`src/design/attn_pkg.sv`:
```
package attn_pkg;

    // Matrix geometry
    localparam int dim = 8;
    localparam int mat_size = dim * dim;

    // Scores are divided by this before the ReLU result is stored
    localparam int score_divisor = 3;

    typedef logic signed [7:0]  elem_t;
    typedef logic signed [19:0] proj_t;
    typedef logic signed [40:0] score_t;
    typedef logic signed [63:0] acc_t;

    typedef logic [$clog2(dim)-1:0] idx_t;

    // Row count T is 1, 4 or 8
    typedef logic [3:0] t_sel_t;

    // One element of each matrix per load beat
    typedef struct packed {
        elem_t in_data;
        elem_t w_q;
        elem_t w_k;
        elem_t w_v;
    } load_beat_t;

    typedef enum logic [2:0] {
        ph_idle   = 3'd0,
        ph_load   = 3'd1,
        ph_proj_q = 3'd2,
        ph_proj_k = 3'd3,
        ph_proj_v = 3'd4,
        ph_score  = 3'd5,
        ph_drain  = 3'd6,
        ph_emit   = 3'd7
    } phase_e;

endpackage

```
`src/design/attn_ctrl_fsm.sv`:
```
`timescale 1ns/1ps

module attn_ctrl_fsm (
    input  logic             clk,
    input  logic             rst_n,
    input  logic             in_valid,
    input  attn_pkg::t_sel_t t_rows,
    input  logic             phase_done,
    output attn_pkg::phase_e phase,
    output attn_pkg::t_sel_t t_lat
);

    attn_pkg::phase_e phase_nxt;

    always_comb begin
        phase_nxt = phase;
        case (phase)
            attn_pkg::ph_idle: begin
                if (in_valid) begin
                    phase_nxt = attn_pkg::ph_load;
                end
            end
            attn_pkg::ph_load: begin
                if (phase_done) begin
                    phase_nxt = attn_pkg::ph_proj_q;
                end
            end
            attn_pkg::ph_proj_q: begin
                if (phase_done) begin
                    phase_nxt = attn_pkg::ph_proj_k;
                end
            end
            attn_pkg::ph_proj_k: begin
                if (phase_done) begin
                    phase_nxt = attn_pkg::ph_proj_v;
                end
            end
            attn_pkg::ph_proj_v: begin
                if (phase_done) begin
                    phase_nxt = attn_pkg::ph_score;
                end
            end
            attn_pkg::ph_score: begin
                if (phase_done) begin
                    phase_nxt = attn_pkg::ph_drain;
                end
            end
            // One spare cycle for the last score write
            attn_pkg::ph_drain: begin
                phase_nxt = attn_pkg::ph_emit;
            end
            attn_pkg::ph_emit: begin
                if (phase_done) begin
                    phase_nxt = attn_pkg::ph_idle;
                end
            end
            default: begin
                phase_nxt = attn_pkg::ph_idle;
            end
        endcase
    end

    always_ff @(posedge clk or negedge rst_n) begin
        if (!rst_n) begin
            phase <= attn_pkg::ph_idle;
            t_lat <= attn_pkg::t_sel_t'(attn_pkg::dim);
        end else begin
            phase <= phase_nxt;
            // T is taken from the first beat only
            if (phase == attn_pkg::ph_idle && in_valid) begin
                t_lat <= t_rows;
            end
        end
    end

endmodule

```
`config.mk`:
```
export PLATFORM = sky130hd
export DESIGN_NAME = attn_ctrl_fsm
export DESIGN_NICKNAME = d
export VERILOG_FILES = /design/src/design/attn_pkg.sv /design/src/design/attn_ctrl_fsm.sv
export SDC_FILE = /design/constraint.sdc
export NUM_CORES = 1
export LEC_CHECK = 0
export BUFFER_PORTS_ARGS = -buffer_cell sky130_fd_sc_hd__buf_2
export CORE_AREA = 4 4 41 43
export DETAILED_ROUTE_END_ITERATION = 12
export DIE_AREA = 0 0 45 47
export GPL_TIMING_DRIVEN = 1
export SLEW_MARGIN = 25
export SYNTH_ARGS = -nofsm -noshare
export SYNTH_HDL_FRONTEND = slang
export SYNTH_SLANG_ARGS = --single-unit
```
`constraint.sdc`:
```
create_clock -name clk -period 1.8 [get_ports clk]
set_clock_uncertainty 0.05 [all_clocks]
set_input_delay 0.18 -clock clk [delete_from_list [all_inputs] [get_ports clk]]
set_output_delay 0.18 -clock clk [all_outputs]
set_load 0.005 [all_outputs]
```
# [Word level (Yosys, flattened, before mapping)]
# Index checks and enable logic that the tools add are counted.
[word_totals] regBits=7 output_inout_bits=7 wordCells=27
[classes] n_eq_ne=14 muxes=8 reduce_logical=3
[ops] op="case mux 3 bit (8 select lines)" n=1
[ops] op="2-to-1 mux 3 bit" n=7
[ops] op="inequality test 2 bit (second input constant)" n=7
[ops] op="== test 3 bit (second input constant)" n=4
[ops] op="AND reduction 7 bit" n=1
[ops] op="== test 3 x 2 -> 1 bit (second input constant)" n=2
[ops] op="== test 3 x 1 -> 1 bit (second input constant)" n=1
[ops] op="logical NOT 3 bit" n=1
[ops] op="logical AND 1 bit" n=1

# [Depth between registers and ports, before layout]
[logic_depth] word_depth=3 depth_mapped=2 ltp_nobuf=2

# [Worst setup path after synthesis]
# Ideal clock, no wire load.
[synth_path] path_kind="reg2reg" start="reg phase[2]" end="reg t_lat[0]" setup_time_ns=0.125 t_arrival_ns=1.159 required_ns=1.625 path_slack_ns=0.466 stages_incl_launch_ff=3 path_buffers=0 cell_sequence="dfrtp_1 > nor4b_4 > mux2_2"
[synth_via] elab_chain_cells=2
[synth_rtl] item="start: declaration" line="attn_ctrl_fsm.sv:9" rtl="output attn_pkg::phase_e phase,"
[synth_rtl] item="start signal: assignment" line="attn_ctrl_fsm.sv:65" rtl="phase <= attn_pkg::ph_idle;"
[synth_rtl] item="start signal: assignment" line="attn_ctrl_fsm.sv:68" rtl="phase <= phase_nxt;"
[synth_rtl] item="logical NOT 3 bit" line="attn_ctrl_fsm.sv:70" rtl="if (phase == attn_pkg::ph_idle && in_valid) begin"
[synth_rtl] item="logical AND 1 bit" line="attn_ctrl_fsm.sv:70"
[synth_rtl] item="end signal: assignment" line="attn_ctrl_fsm.sv:66" rtl="t_lat <= attn_pkg::t_sel_t'(attn_pkg::dim);"
[synth_rtl] item="end signal: assignment" line="attn_ctrl_fsm.sv:71" rtl="t_lat <= t_rows;"
[synth_rtl] item="end: declaration" line="attn_ctrl_fsm.sv:10" rtl="output attn_pkg::t_sel_t t_lat"
# Every way passes these cells.
# A chain may end at the register's enable or synchronous reset.

# [Worst setup path after layout]
[layout_path] start="reg phase[1]" end="reg t_lat[2]"
# Same word-level chain as after synthesis.

==> run_results.csv <==
group,metric,value,unit
cts,htree_levels,1,
drt,drc,0,
placement,routabilityCongestion,0.675,
yosys,synth_cell_types,9,
run,cap_violations,0,
global_route,grt_max_degree,8,
placement,hpwl,470,um
yosys,synth_nets,27,
drt,drt_iter0_markers,0,
sta,rsz0062_at_grt,"false",
yosys,syn_area,304,um2
global_route,grt_pass1_vias,241,
layout,drive_gt1_share,65.8,%
drt,wire_per_inst,11.1,um
yosys,synth_top_area_share,49.4,%
setup_path,crit_path_end_kind,"flip-flop",
global_route,grt_first_pass_wirelength,993,um
power_and_ir_drop,power_density,1660,nW/um2
setup_path,cp_top_family,"flip-flops",
setup_path,worst-path-buf-inv,0,
sta,worst_pin_slew,0.342,ns
sta,min_period_over_period,77.4,%
placement,dpl_cell_area,393,um2
cts,cts_setup_buffers,0,
sta,finalHoldViolations,0,
drt,vias_per_cell,4.28,
layout,post-route-util,33.0,%
global_route,antenna_found_initial,0,
yosys,ys.warnings.count,0,
floorplan,rows,13,
setup_path,worstPathArrival,1.47,ns
yosys,syn_inst,19,
cts,clkSlewWorstSetupHoldPaths,0.05,ns
drt,wl,586,um
cts,cts_tree,"yes",
power_and_ir_drop,p_leak,0.197,nW
run_status,status,"completed",
global_route,grt_overflow_total,0,
placement,place_ws,0.392,ns
cts,clk_path_buf_depth,2,
power_and_ir_drop,ir_worst_vdd,0.619,mV
sta,tns,0,ns
layout,n_antenna_cell,0,
cts,cts.sinks,7,
drt,ant_nets,0,
setup_path,cp.required,1.88,ns
setup_path,path_cells,"nor4b_4 -> mux2_2",
placement,portBuffers,14,
setup_path,rrSetupSlack,0.41,ns
floorplan,io_pins,15,
floorplan,die_x,45,um
sta,slew_headroom,77.1,%
worst_hold_path,hold_path.class,"in -> reg",
global_route,grt_usage,7.18,%
floorplan,coreArea,1300,um2
layout,final_cell_mix,"14 x buf_2, 6 x dfrtp_1, 5 x mux2_2, 3 x clkbuf_4, 2 x xnor2_1",
layout,final_area,429,um2
cts,ctsRootBufferMaster,"clkbuf_4",
setup_path,cp_max_fo,6,
cts,cts_buffers,3,
sta,min_period,1.39,ns
floorplan,die_y,47,um
floorplan,die-area,2120,um2
drt,num_vias,227,
sta,timing.final.ws_setup,0.407,ns
layout,syn2layout_area_growth,41.2,%
yosys,yosysSeqAreaShare,58.0,%
yosys,synth_top_area_cell,"dfrtp_1",
sta,finalSetupViolations,0,
floorplan,start_util,23.4,%
yosys,synth_area_per_cell,16.0,um2
setup_path,path_class,"reg -> reg",
sta,slew_viol_final,0,
drt,dr.pass1.iters,1,
setup_path,startpoint_type,"flip-flop",
setup_path,slowest_delay,0.45,ns
setup_path,crit_slowest_cell,"dfrtp_1",
cts,clock_latency,0.25,ns
yosys,synth_area_leaders,"dfrtp_1 49%, mux2_2 19%, dfstp_2 8.6%",
layout,final_common_cell,"buf_2",
sta,whs,0.114,ns
sta,fmax,718,MHz
yosys,ys_ff_latch,7,
layout,nets,47,
[flip-flops by register name, indices dropped and copies added, names as in the netlist]
register and cells:
t_lat 4, phase 3
[area by class of cell]
class	count	area (um2)
Clock buffer	4	26.3
Timing Repair Buffer	15	80.1
Fill cell	147	872
Multi-Input combinational cell	12	128
Sequential cell	7	176
Tap cell	15	18.8
[final timing paths]
path,end,cells past startpoint,from
max reg2reg,t_lat[2],2,phase[1]
min in group asynchronous,t_lat[1],2,rst_n
min,t_lat[1],2,t_rows[1]
max,t_lat[2],2,phase[1]
min reg2reg,t_lat[1],1,t_lat[1]
max in group asynchronous,t_lat[3],2,rst_n
[through the flow]
stage               std cells  total power [mW]
finish                     53             0.713
global route               53             0.780
CTS                        53             0.729
detailed placement         48             0.578
global placement           48             0.579
floorplan                  19             0.463
[metal layers]
metal	vias to the layer above	track usage, %	wire [um]
li1	110	-	-
met1	102	7.94	276
met2	15	9.60	215
met3	0	3.83	94
met4	0	7.02	0
met5	-	0	0
[worst register-to-register path: cells and delay by family, from the launching register on]
family,cells,cell delay (ns)
flops,1,0.45
simple gates,1,0.40
mux,1,0.37
[synthesized netlist by cell type]
cell and n:
nor4b_4 1, nand2_1 1, dfstp_2 1, mux2_2 5
xnor2_1 2, o311a_2 1, or4b_1 1, dfrtp_1 6
nand3_1 1
[kinds of logic (layout without fill, tap and decap cells)]
kind of cell	after synthesis	after routing	share of synthesized area, %
simple gates	4	4	14.0
xor+xnor	2	2	5.76
compound gates	1	1	3.70
buf+inv	0	19	0
mux	5	5	18.5
flops	7	7	58.0
[timing repair]
item,in CTS,in global routing
resized for setup,0,0
hold buffers,1,0
setup endpoints to repair,0,0
endpoints found under the hold margin,7,0
[power by group]
group / internal [mW] / leakage [nW] / switching (mW)
registers: 0.247 / 0.0812 / 0.0870
clock network: 0.0844 / 0.0150 / 0.0550
logic: 0.155 / 0.101 / 0.0853
(Power assumes the default switching activity.)
