$ cat config.mk
export PLATFORM = sky130hd
export DESIGN_NAME = attn_index_counter
export DESIGN_NICKNAME = d
export VERILOG_FILES = /design/src/design/attn_pkg.sv /design/src/design/attn_index_counter.sv
export SDC_FILE = /design/constraint.sdc
export NUM_CORES = 1
export LEC_CHECK = 0
export CAP_MARGIN = 40
export CELL_PAD_IN_SITES_DETAIL_PLACEMENT = 1
export CELL_PAD_IN_SITES_GLOBAL_PLACEMENT = 2
export CORE_MARGIN = 4
export CORE_UTILIZATION = 29
export CTS_CLUSTER_DIAMETER = 150
export DETAILED_ROUTE_END_ITERATION = 16
export DONT_BUFFER_PORTS = 1
export GPL_TIMING_DRIVEN = 0
export PLACE_DENSITY_LB_ADDON = 0.25
export SETUP_SLACK_MARGIN = 0.02
export SKIP_CTS_REPAIR_TIMING = 1
export SLEW_MARGIN = 10
export SYNTH_ARGS = -nofsm -noshare
export SYNTH_HDL_FRONTEND = slang
export SYNTH_SLANG_ARGS = --single-unit
$ cat constraint.sdc
create_clock -name clk -period 2.2 [get_ports clk]
set_clock_uncertainty 0.15 [all_clocks]
set_input_delay 0.44 -clock clk [delete_from_list [all_inputs] [get_ports clk]]
set_output_delay 0.44 -clock clk [all_outputs]
set_load 0.005 [all_outputs]
$ cat src/design/attn_pkg.sv
package attn_pkg;

    // Matrix geometry
    localparam int dim = 8;
    localparam int mat_size = dim * dim;

    // Scores are divided by this before the ReLU result is stored
    localparam int score_divisor = 3;

    typedef logic signed [7:0]  elem_t;
    typedef logic signed [19:0] proj_t;
    typedef logic signed [40:0] score_t;
    typedef logic signed [63:0] acc_t;

    typedef logic [$clog2(dim)-1:0] idx_t;

    // Row count T is 1, 4 or 8
    typedef logic [3:0] t_sel_t;

    // One element of each matrix per load beat
    typedef struct packed {
        elem_t in_data;
        elem_t w_q;
        elem_t w_k;
        elem_t w_v;
    } load_beat_t;

    typedef enum logic [2:0] {
        ph_idle   = 3'd0,
        ph_load   = 3'd1,
        ph_proj_q = 3'd2,
        ph_proj_k = 3'd3,
        ph_proj_v = 3'd4,
        ph_score  = 3'd5,
        ph_drain  = 3'd6,
        ph_emit   = 3'd7
    } phase_e;

endpackage

$ cat src/design/attn_index_counter.sv
`timescale 1ns/1ps

module attn_index_counter (
    input  logic             clk,
    input  logic             rst_n,
    input  attn_pkg::phase_e phase,
    input  attn_pkg::t_sel_t t_lat,
    output attn_pkg::idx_t   row,
    output attn_pkg::idx_t   col,
    output logic             phase_done
);

    logic           counting;
    logic           col_wrap;
    attn_pkg::idx_t t_last;
    attn_pkg::idx_t row_last;
    attn_pkg::idx_t col_last;

    assign t_last = attn_pkg::idx_t'(t_lat - 4'd1);

    // Idle and drain hold the indices at zero
    assign counting = phase inside {attn_pkg::ph_load, attn_pkg::ph_proj_q,
                                    attn_pkg::ph_proj_k, attn_pkg::ph_proj_v,
                                    attn_pkg::ph_score, attn_pkg::ph_emit};

    // Load walks the full 8x8 grid while scores use T x T and other phases T x 8
    assign row_last = (phase == attn_pkg::ph_load) ? attn_pkg::idx_t'(attn_pkg::dim - 1) : t_last;
    assign col_last = (phase == attn_pkg::ph_score) ? t_last : attn_pkg::idx_t'(attn_pkg::dim - 1);

    assign col_wrap   = (col == col_last);
    assign phase_done = counting && col_wrap && (row == row_last);

    always_ff @(posedge clk or negedge rst_n) begin
        if (!rst_n) begin
            row <= '0;
            col <= '0;
        end else if (!counting || phase_done) begin
            row <= '0;
            col <= '0;
        end else if (col_wrap) begin
            col <= '0;
            row <= row + 1'b1;
        end else begin
            col <= col + 1'b1;
        end
    end

endmodule

; ---- Yosys cells after proc, flatten, opt, wreduce, memory -nomap -nowiden
; Cells that the tools add are included.
[word_totals]
reg_bits = 6
word_cells = 25
[op_classes]
add_sub_neg = 3
n_eq_ne = 8
n_mux = 6
n_reduce_logical = 6
[op_table]
columns = cell, count
row1 = $mux 3, 6
row2 = $eq 3x3->1 const B, 3
row3 = $add 3x1->3 const B, 2
row4 = $eq 3x2->1 const B, 2
row5 = $eq 3x3->1, 2
row6 = $reduce_bool 6->1, 1
row7 = $eq 3x1->1 const B, 1
row8 = $sub 3x1->3 const B, 1
row9 = $logic_and 1x1->1, 2
row10 = $reduce_bool 2->1, 1
row11 = $logic_not 1->1, 1
row12 = $logic_or 1x1->1, 1

; ---- Depth between registers and ports, before layout
[logic_depth]
ltp_word = 7
mapped_depth = 8
ltp_nobuf = 8

; ---- Least setup slack after synthesis
; No wires, ideal clock.
[synth_path]
kind = input-to-output
from = input t_lat[0]
to = output phase_done
t_arrival_ns = 1.692
setup_slack_ns = -0.082
stages = 7
path_buffers = 0
path_cell_list = inv_1 > ha_1 > nand2_1 > o21ai_0 > a2111oi_0 > nand2_1 > nor3_1
[synth_between]
elab_chain_len = 5
elab_cells_between_ends = 7
cone_classes = 1 x add/sub / 2 x eq/ne / 2 x mux / 2 x reduce/logical
[synth_lines]
columns = element, line
row1 = from (decl), attn_index_counter.sv:7  ; input attn_pkg::t_sel_t t_lat,
row2 = $sub 3x1->3 *, attn_index_counter.sv:19  ; assign t_last = attn_pkg::idx_t'(t_lat - 4'd1);
row3 = $mux 3, attn_index_counter.sv:28  ; assign col_last = (phase == attn_pkg::ph_score) ? t_last : attn_pkg::idx_t'(attn_pkg::dim - 1);
row4 = $eq 3x3->1, attn_index_counter.sv:30  ; assign col_wrap = (col == col_last);
row5 = $logic_and 1x1->1, attn_index_counter.sv:31  ; assign phase_done = counting && col_wrap && (row == row_last);
row6 = $logic_and 1x1->1 *, attn_index_counter.sv:31
row7 = to (decl), attn_index_counter.sv:10  ; output logic phase_done
; Mark *: on every way between the ends. The rest lies on a longest branch, timed or not.

; ---- Worst setup path after layout
[layout_path]
from = register row[0]
to = output phase_done
[layout_between]
elab_chain_len = 2
[layout_lines]
columns = element, line
row1 = from (decl), attn_index_counter.sv:8  ; output attn_pkg::idx_t row,
row2 = from (signal assigned), attn_index_counter.sv:42  ; row <= row + 1'b1;
row3 = $eq 3x3->1, attn_index_counter.sv:31
row4 = $logic_and 1x1->1, attn_index_counter.sv:31
; No other way between the ends.

==> impl_results.md <==
* Final antenna diode count at 0
* Die height at 49.28 um
* HP Start: phase[0]
* Reg2reg path depth at 8
* Post-synthesis compound-gate area fraction at 21.01%
* Setup violations, final at 0
* Distinct cell type count after synthesis at 27
* Worst R2R Start: row[0]$_DFFE_PN0P_
* Hold depth at 2
* Setup repair after global routing missed its margin: yes
* Power density over cell area at 917.0 mW/mm^2
* Fin crit share at a little under 100%
* Total Nets Final at 82
* Layout Cells excl Fill at 84
* F_max at approximately 0.46 GHz
* Die area at 0.002429 mm^2
* XOR/XNOR Fraction of Synth Area at just under 9%
* Final Slew Violations at 0
* Synth Area in Adders at between 7 and 8%
* TritonCTS Buffers at 3
* Average instance area after synthesis at roughly 8.1 um^2
* Post-Route WL at ~1200 um
* IO buf count at 0
* Cell at the slowest stage of the critical path: dfrtp_2
* #FFs+latches synth at 6
* Post-route DRC at 0
* Util after Layout at 38.60%
* Core area at ~0.0016 mm^2
* CTS max path bufs at 2
* Clk root buf: clkbuf_4
* Worst Path Arrival at 1590 ps
* CTS tree: done
* Mux share of post-synthesis cell area at 0%
* Die width at a little under 50 um
* Status: completed
* Cell Rows at 14
* Routability cong. at between 0.6 and 0.7
* Number of synthesized flops with an enable pin at 0
* Prevailing post-synth register cell: dfrtp_1
* Wire per inst at approximately 15 um
* Largest net degree at the start of global routing at 8
* Final Hold Fails at 0
* Mapped Area at 494.2 um^2
* Yosys warns at 0
* Period minus WS final at roughly 2200 ps
* Largest family of logic cells by synthesized area: simple AND/OR/NAND/NOR gates
* DR iter-0 viols at 6
* Slew headroom at about 77%
* Vias in the first global route at just over 400
* Hold EP: row[2]$_DFFE_PN0P_
* Total track usage at between 10% and 20%
* I/O pin cnt at 16
* FF-to-FF End: row[2]$_DFFE_PN0P_
* Min Hold Slack at around 270 ps
* Antenna-violating nets left at 0
* Worst min-delay path category: in -> reg
* CTS H-tree lvls at 1
* CP endpoint kind: output pin
* Initial Util at 31.70%
* Synth Area in Simple Gates at 28.35%
* Gr ovfl total at 0
* Vias at around 450
* Max incr delay on CP at roughly 460 ps
* Drt pass-1 iters at 2
* TNS Setup at 0 ps
* Worst path cell trace: and2_1 -> a2111oi_1 -> o2bb2ai_1 -> nand2_1 -> nor3_2
* VDD IR max at about 0.44 mV
* Startpoint Class: flop
* Initial antenna violation count at 0
* Post-synthesis net count at 73
* Asr flop ratio synth at 100.0%
* Max Cap Viol at 0
* Hpwl dp at between 900 and 1000 um
* Leak at 0.2434 nW
* Mean number of vias per cell at 5.345
* # clock sinks at 6
* Clock Latency Late Sink at about 240 ps
* Layout cells sized above 1 at 22.06%
* First-pass GRT wire length at between 1500 and 2000 um
* R2R Setup Slk at approximately 280 ps
* Sequential-to-total area share from yosys stat at 30.38%
* # placed instances at 77
* Slew @ Worst Pin at about 350 ps
* WS Path Type: reg -> out
* Crit path max fanout at 7
* Clock Pin Slew Worst Setup and Hold Paths at roughly 50 ps
* Mapped Cells at around 60
* Synth-to-layout area growth at 21.77%
* Crit path required time at between 1500 and 2000 ps
## Yosys cell counts, types with 2 or more instances
cell type | number | area (um^2)
inv_1 | 5 | 18.77
dfrtp_1 | 6 | 150.1
nand3b_1 | 2 | 15.01
nand2_1 | 6 | 22.52
ha_1 | 3 | 37.54
a31oi_1 | 2 | 12.51
o21ai_0 | 4 | 20.02
a21oi_1 | 3 | 15.01
xnor2_1 | 3 | 26.28
xor2_1 | 2 | 17.52
nor2_1 | 9 | 33.78
## cell type report
class                   instances  area [um^2]
clock buffers                   3        22.52
fillers                       194        957.2
inverters                       5        18.77
multi-input cells              50        356.6
flip-flops and latches          6        151.4
well taps                      16        20.02
repair buffers                  4        32.53
## worst max-delay path: cells and delay by family, from the launching register on
| kind | cells | cell delay (ps) |
|---|---|---|
| simple gates | 3 | 450 |
| compound gates | 2 | 450 |
| flops | 1 | 460 |
## state kept, by name, indices dropped and copies added (netlist names)
register and flops:
row 3, col 3
## per-stage QoR
stage | total power, mW | setup slack (ps) | cell area [um^2]
finish | 0.5519 | 17.88 | 601.8
global route | 0.6059 | -124.1 | 601.8
CTS | 0.5327 | -204.0 | 554.3
detailed placement | 0.4251 | -202.2 | 531.8
global placement | 0.4220 | -141.3 | 531.8
floorplan | 0.3763 | 60.31 | 511.7
## worst max path at each step
stage,startpoint,endpoint,slack [ps],cells past startpoint
CTS,t_lat[0],phase_done,-200,7
finish,row[0]$_DFFE_PN0P_,phase_done,20,5
floorplan,t_lat[0],phase_done,60,7
detailed placement,t_lat[0],phase_done,-200,7
global placement,t_lat[0],phase_done,-140,7
global route,t_lat[0],phase_done,-120,7
## cell usage in the layout, fill, tap and decap left out, drive strengths merged
cell	count
o2bb2ai	1
ha	3
nand3	1
dfrtp	6
clkbuf	3
or2	1
nand2	6
nand3b	2
dlygate4sd3	1
o211ai	1
nand4	1
and4bb	1
o21a	1
xor2	2
a21o	1
nand4b	1
a2111oi	2
a21oi	3
a31oi	2
nor3b	1
xnor2	3
inv	5
buf	3
nor2	10
o21ai	5
nor3	1
and2	1
## cell families after synthesis
family,Yosys count
AO/OA/AOI/OAI,16
XOR/XNOR,5
adder cells (fa/ha/maj),3
buffers and inverters,5
flip-flops,6
AND/OR/NAND/NOR,26
## metal layers
layer / up-vias / share of wire, % / GRT usage, %
met2: 6 / 48 / 14.96
met3: 2 / 3.1 / 1.529
met1: 210 / 48 / 13.94
met5: - / 0 / 0
met4: 0 / 0.72 / 8.531
li1: 231 / - / -
## power by group
group / switching (mW) / total [mW] / leakage [nW] / internal, mW
combinational: 0.109 / 0.220 / 0.156 / 0.111
clock: 0.0393 / 0.101 / 0.0138 / 0.0617
sequential: 0.0782 / 0.231 / 0.0739 / 0.153
No activity file was read; power rests on OpenSTA's default activity.
